## src/sysmgr_pkg.sv

```systemverilog
`default_nettype none

package sysmgr_pkg;

	// PLL model

	// Board clock edges after reset release before the PLL reports lock
	localparam logic [15:0] pll_lock_cycles = 16'd32;

	// Read clock delay added per step of the dynamic delay code
	localparam int delay_step_ps = 150;

	// Clock and reset generator

	// Slow clock edges that lock must be stable before rst is released
	localparam logic [15:0] rst_hold_cycles = 16'd16;

	// Word alignment strobes

	// Fast clock cycle (of four per slow period) that carries the strobe.
	// Counted from the slow clock rising edge, first fast cycle is 0
	localparam logic [1:0] sync_phase = 2'd2;

	// Reset sequencer states
	//   crg_wait_lock : rst held, waiting for synchronized lock
	//   crg_hold      : lock seen, counting out the hold time
	//   crg_run       : rst released
	typedef enum logic [1:0] {
		crg_wait_lock = 2'd0,
		crg_hold      = 2'd1,
		crg_run       = 2'd2
	} crg_state_t;

endpackage

`default_nettype wire

```

## src/serdes_sync.sv

```systemverilog
`default_nettype none

module serdes_sync (
	input  wire logic clk_slow,
	input  wire logic clk_fast,
	input  wire logic rst,
	output logic      sync
);

	import sysmgr_pkg::*;

	logic       slow_meta;
	logic       slow_prev;
	logic       slow_rise;
	logic [1:0] phase_cnt;
	logic [1:0] phase_nxt;

	// Slow clock sampled as data in the fast domain
	always_ff @(posedge clk_fast) begin
		slow_meta <= clk_slow;
		slow_prev <= slow_meta;
	end

	// High for one fast cycle after each slow rising edge
	assign slow_rise = slow_meta & ~slow_prev;

	// Phase counter
	// The edge shows up two fast edges late, so the counter is loaded
	// with that offset and then tracks the cycle index in the slow period
	always_comb begin
		if (slow_rise) begin
			phase_nxt = 2'd2;
		end else begin
			phase_nxt = phase_cnt + 2'd1;
		end
	end

	always_ff @(posedge clk_fast) begin
		if (rst) begin
			phase_cnt <= 2'd0;
		end else begin
			phase_cnt <= phase_nxt;
		end
	end

	// Strobe register
	// Decoded from the next count so the strobe lines up with its cycle
	always_ff @(posedge clk_fast) begin
		if (rst) begin
			sync <= 1'b0;
		end else begin
			sync <= (phase_nxt == sync_phase);
		end
	end

	// One fast cycle wide, never back to back
	a_sync_single: assert property (
		@(posedge clk_fast) sync |=> !sync
	) else $error("serdes_sync: strobe high in consecutive fast cycles");

endmodule

`default_nettype wire

```

## config.mk

```make
export PLATFORM = sky130hd
export DESIGN_NAME = serdes_sync
export DESIGN_NICKNAME = d
export VERILOG_FILES = /design/src/sysmgr_pkg.sv /design/src/serdes_sync.sv
export SDC_FILE = /design/constraint.sdc
export NUM_CORES = 1
export LEC_CHECK = 0
export ABC_AREA = 1
export ABC_CLOCK_PERIOD_IN_PS = 1400
export BUFFER_PORTS_ARGS = -buffer_cell sky130_fd_sc_hd__buf_2
export CAP_MARGIN = 30
export CORE_AREA = 4 4 41 43
export CTS_CLUSTER_DIAMETER = 150
export CTS_CLUSTER_SIZE = 40
export DETAILED_ROUTE_END_ITERATION = 10
export DIE_AREA = 0 0 45 47
export HOLD_SLACK_MARGIN = 0.02
export RECOVER_POWER = 100
export REMOVE_ABC_BUFFERS = 1
export SETUP_SLACK_MARGIN = 0.02
export SYNTH_ARGS = -nofsm -noshare
export SYNTH_HDL_FRONTEND = slang
export SYNTH_SLANG_ARGS = --single-unit
export TNS_END_PERCENT = 10
```

## constraint.sdc

```tcl
create_clock -name clk_fast -period 1.4 [get_ports clk_fast]
set_input_delay 0.07 -clock clk_fast [delete_from_list [all_inputs] [get_ports clk_fast]]
set_output_delay 0.07 -clock clk_fast [all_outputs]
set_load 0.02 [all_outputs]
```

==> results of run 1 <==
placed cells by master, fill, tap and decap left out:
cell type / synthesis / layout
nor2_1: 1 / 1
o21ai_2: 1 / 1
inv_1: 4 / 4
nand3_1: 1 / 1
buf_2: 0 / 2
clkbuf_4: 0 / 3
dfxtp_1: 5 / 5
dlygate4sd3_1: 0 / 2
nand2_1: 4 / 4
clkbuf_1: 0 / 2
metal layers:
metal  part of all wire, %  routed length (um)
met1                    41                  91
met2                    40                  88
met3                    15                  34
met4                   2.7                   6
met5                     0                   0
metrics by stage:
stage / utilization, % / power (mW) / hold slack (ns)
6_report: 17.4 / 0.350 / 0.346
4_1_cts: 17.5 / 0.364 / 0.348
3_3_place_gp: 13.9 / 0.181 / 0.174
2_1_floorplan: - / 0.175 / 0.0977
3_5_place_dp: 13.9 / 0.182 / 0.177
5_1_grt: 17.4 / 0.371 / 0.362
final timing paths:
| check | cells after the start | end | slack [ns] |
|---|---|---|---|
| worst max-delay path | 1 | sync | 0.57 |
| worst min-delay path | 0 | slow_prev | 0.35 |
| worst max register to register | 5 | phase_cnt[1] | 0.71 |
| worst min register to register | 0 | slow_prev | 0.35 |
report_power, final:
group / leakage [nW] / switching [mW] / internal, mW
logic: 0.0593 / 0.0125 / 0.0118
registers: 0.0419 / 0.00382 / 0.154
clock network: 0.0150 / 0.0599 / 0.108
total: 0.116 / 0.0763 / 0.273
sequential cells by signal (all words and copies together) (netlist names):
signal,flops
slow_prev,1
phase_cnt,2
sync,1
slow_meta,1
cell usage after synthesis (all sizes together):
cell,instances
nor2,1
o21ai,1
dfxtp,5
inv,4
nand3,1
nand2,4
logic make-up (layout without fill, tap and decap cells):
kind of cell | count (synthesis) | in the layout
AOI/OAI and AO/OA | 1 | 1
buffers and inverters | 4 | 13
DFF | 5 | 5
and+or+nand+nor | 6 | 6
layout make-up:
type	instances	area share, %
repair buffers	5	14.9
well taps	15	8.29
inverters	4	6.63
multi-input cells	7	14.4
clock buffers	4	11.6
flip-flops and latches	5	44.2
timing repair:
| item | CTS | global route |
|---|---|---|
| hold buffers | 2 | 0 |
| hold endpoints to repair | 2 | 0 |
| resized for setup | 0 | 0 |
| setup endpoints to repair | 0 | 0 |
==> flow_metrics.py, run 1 <==
metrics = {
    "outcome": {
        "status": "finished clean",
    },
    "worst_setup_path": {
        "arrival_ns": 0.76,
        "path_delay_family": "flip-flops",
        "required_ns": 1.33,
        "reg2reg_from": "slow_prev",
        "max_stage_delay_ns": 0.30,
        "crit_type": "flop to primary output",
        "worstSetupStartpoint": "sync",
        "path_buf_inv": 1,
        "end_kind": "primary output",
        "worst-path-max-fanout": 1,
        "start_kind": "flop",
        "crit_slowest_cell": "dfxtp_1",
        "crit_path_cell_trace": "clkbuf_1",
    },
    "global_route": {
        "grt_max_degree": 4,
        "grt_use_met3_pct": 3.45,
        "top_usage_layer": "met4",
        "grt_remaining_overflow": 0,
        "grtUsageTotal_pct": 3.00,
        "grt_use_met2_pct": 2.54,
        "met1_usage_pct": 1.81,
        "antenna_found_initial": 0,
        "grt_pass1_vias": 90,
        "grt_pass1_wl_um": 324,
    },
    "timing": {
        "finalSetupViolCount": 0,
        "setup_tns_ns": 0,
        "relSlewSlack_pct": 83.6,
        "clock.fmax_ghz": 1.21,
        "fin_crit_sh_pct": 59.2,
        "fin_ws_ns": 0.571,
        "hold_violations": 0,
        "drv_slew": 0,
        "fin_skew_ns": 0.00328,
        "min_period_ns": 0.829,
        "rsz0062_at_grt": "no",
        "worst_pin_slew_ns": 0.247,
    },
    "hold_path": {
        "worstHoldStart": "slow_meta",
        "worstHoldPathType": "flop to flop",
    },
    "route": {
        "via_count": 113,
        "drt_iter0_drc": 1,
        "first_pass_iters": 2,
        "avgRoutedWirePerCell_um": 5.50,
        "drc_errors": 0,
        "finalWirelength_um": 220,
        "final_antenna_net_count": 0,
        "via_per_inst": 2.83,
    },
    "logic_synthesis": {
        "yosysWarningCount": 0,
        "synthCells": 16,
        "synth_cell_type_count": 6,
        "synthTopCellsByArea": "dfxtp_1, inv_1, nand2_1, o21ai_2, nand3_1",
        "synth_xor_area_share_pct": 0,
        "synth_top_area_share_pct": 67.8,
        "yosysTopAreaCell": "dfxtp_1",
        "ys_seq_area_share_pct": 67.8,
        "synth.cell_area_um2": 148,
        "synth-simple-area-share_pct": 16.1,
        "synth-seq-cells": 5,
        "synthAdderAreaFrac_pct": 0,
        "synthMuxAreaShare_pct": 0,
        "synth_area_per_cell_um2": 9.23,
        "synth_compound_area_share_pct": 5.93,
        "synth_top_family_by_area": "simple AND/OR/NAND/NOR gates",
    },
    "placed_design": {
        "io_buffers": 3,
        "pre_cts_ws_ns": 0.707,
        "place_congestion": 0.670,
        "placed_cells": 34,
        "place_area_um2": 181,
    },
    "die": {
        "fp.dieH_um": 47,
        "num_io_pins": 4,
        "dieArea_um2": 2120,
        "dieWidth_um": 45,
        "initial_core_util_pct": 11.3,
        "rows": 13,
        "coreArea_um2": 1300,
    },
    "finish": {
        "nFillCells": 155,
        "instances_no_fill": 40,
        "num_antenna_cells": 0,
        "area_growth_pct": 53.4,
        "drive_gt1_share_pct": 24.0,
        "multiInputGateArea_um2": 32.5,
        "nets": 29,
        "seq_area_um2": 100,
        "fin_area_um2": 226,
    },
    "cts": {
        "htreeDepth": 1,
        "clk_pin_slew_ns": 0.05,
        "numCtsBuffers": 3,
        "clock-sinks": 5,
        "clk_latency_ns": 0.24,
        "clockBufferDepth": 2,
        "post-cts-setup-buffers": 0,
        "cts_tree": "built",
        "clockRootBuffer": "clkbuf_4",
    },
    "power_and_ir_drop": {
        "powerDensity_nw_per_um2": 1540,
        "peakVddDrop_mv": 0.201,
        "leakage_nw": 0.116,
    },
    "flow_run": {
        "drv_cap": 0,
    },
}
No activity file was read; power rests on OpenSTA's default activity.
==> inputs of run 2 (changes only) <==
ABC_CLOCK_PERIOD_IN_PS = 850   (was 1400)
clock period = 0.85 ns   (was 1.4 ns; I/O delays follow)
==> run 2 against run 1 <==
Effect of this change: first-iteration DRC count unchanged; clock-buffer cell count unchanged; combinational power increased by 58%; clock power increased by 61%; critical path depth unchanged; utilization decreased by 0.19 points; register-to-register slack got worse by 0.57 ns; non-clock buffer count unchanged; sequential power increased by 64%; sequential share of layout area increased by 0.49 points; cell count unchanged; largest cell class unchanged; largest power group unchanged.
==> flow_metrics.py, run 2 (synthesis results as in run 1) <==
metrics = {
    "outcome": {
        "status": "finished clean",
    },
    "global_route": {
        "grtUsageTotal_pct": 2.84,
        "antenna_found_initial": 0,
        "grt_pass1_vias": 126,
        "grt_remaining_overflow": 0,
        "grt_max_degree": 4,
        "grt_pass1_wl_um": 386,
    },
    "finish": {
        "layout_commonest_cell": "dfxtp_1",
        "nets": 29,
        "mostFrequentLayoutCells": "dfxtp_1, inv_1, nand2_1",
        "largest_register_ff_count": 2,
        "instances_no_fill": 40,
        "nFillCells": 157,
        "area_growth_pct": 51.7,
        "num_antenna_cells": 0,
        "drive_gt1_share_pct": 24.0,
        "fin_util_pct": 17.2,
        "top_register": "phase_cnt",
    },
    "timing": {
        "fin_ws_ns": 0.118,
        "drv_slew": 0,
        "clock.fmax_ghz": 1.37,
        "hold_violations": 0,
        "finalSetupViolCount": 0,
        "setup_tns_ns": 0,
        "relSlewSlack_pct": 90.7,
        "worst_pin_slew_ns": 0.138,
        "fin_crit_sh_pct": 86.2,
        "fin_skew_ns": 0.000551,
        "min_period_ns": 0.732,
        "rsz0062_at_grt": "no",
    },
    "cts": {
        "post-cts-setup-buffers": 0,
        "htreeDepth": 1,
        "cts_tree": "built",
        "clockBufferDepth": 2,
        "numCtsBuffers": 3,
        "clk_pin_slew_ns": 0.04,
        "clock-sinks": 5,
        "clockRootBuffer": "clkbuf_4",
        "clk_latency_ns": 0.24,
    },
    "route": {
        "drc_errors": 0,
        "first_pass_iters": 2,
        "final_antenna_net_count": 0,
        "finalWirelength_um": 221,
        "drt_iter0_drc": 1,
        "via_count": 115,
        "avgRoutedWirePerCell_um": 5.53,
        "via_per_inst": 2.88,
    },
    "worst_setup_path": {
        "required_ns": 0.81,
        "worst-path-max-fanout": 1,
        "end_kind": "primary output",
        "start_kind": "flop",
        "reg2reg_from": "slow_prev",
        "crit_path_cell_trace": "clkbuf_2",
        "crit_type": "flop to primary output",
        "crit_slowest_cell": "dfxtp_1",
        "arrival_ns": 0.69,
        "max_stage_delay_ns": 0.30,
        "path_buf_inv": 1,
        "worstSetupStartpoint": "sync",
        "path_delay_family": "flip-flops",
    },
    "placed_design": {
        "post-dp-hpwl_um": 154,
        "pre_cts_ws_ns": 0.150,
        "placed_cells": 34,
        "place_congestion": 0.684,
        "io_buffers": 3,
    },
    "power_and_ir_drop": {
        "powerDensity_nw_per_um2": 2540,
        "leakage_nw": 0.118,
        "peakVddDrop_mv": 0.333,
    },
    "die": {
        "dieArea_um2": 2120,
        "initial_core_util_pct": 11.3,
        "rows": 13,
        "num_io_pins": 4,
        "coreArea_um2": 1300,
        "fp.dieH_um": 47,
        "dieWidth_um": 45,
    },
    "hold_path": {
        "worstHoldStart": "slow_meta",
        "worstHoldPathType": "flop to flop",
    },
    "flow_run": {
        "drv_cap": 0,
    },
}
-- run 2: worst register-to-register path: stages (launching register included) --
cell and delay (ns):
dfxtp_1 0.30, inv_1 0.03, nand2_1 0.06, o21ai_0 0.08, nand2_1 0.08, nand2_1 0.05
-- run 2: timing repair --
item                      in CTS  in global routing
gates resized for setup        0                  0
hold endpoints to repair       2                  0
hold buffers                   2                  0
-- run 2: layer usage --
metal | vias up | wire length (um) | share of wire [%] | global-route usage, %
met2 | 7 | 96 | 43 | 4.52
li1 | 63 | - | - | -
met4 | 0 | 0 | 0 | 3.51
met5 | - | 0 | 0 | 0
met3 | 0 | 37 | 17 | 2.30
met1 | 45 | 88 | 40 | 1.81
-- run 2: through the flow --
step	hold slack [ns]	instance area, um2	power, mW
after floorplan	0.0702	148	0.288
after global placement	0.147	181	0.298
after detailed placement	0.146	181	0.299
after CTS	0.350	228	0.581
after global routing	0.370	224	0.616
final	0.348	224	0.569
-- run 2: worst paths after layout --
check / depth (start not counted) / end / slack (ns)
max: 1 / sync / 0.12
min: 0 / slow_prev / 0.35
max reg2reg: 5 / phase_cnt[1] / 0.14
min reg2reg: 0 / slow_prev / 0.35
-- run 2: area by class of cell --
| type | count | area [um2] | area share, % |
|---|---|---|---|
| Tap cell | 15 | 18.8 | 8.38 |
| Inverter | 4 | 15.0 | 6.70 |
| Clock buffer | 4 | 26.3 | 11.7 |
| Timing Repair Buffer | 5 | 35.0 | 15.6 |
| Sequential cell | 5 | 100 | 44.7 |
| Multi-Input combinational cell | 7 | 28.8 | 12.8 |
-- run 2: report_power, final --
part / internal [mW] / switching [mW] / total [mW]
sequential: 0.254 / 0.00581 / 0.259
combinational: 0.0188 / 0.0198 / 0.0385
clock: 0.177 / 0.0935 / 0.271
total: 0.450 / 0.119 / 0.569
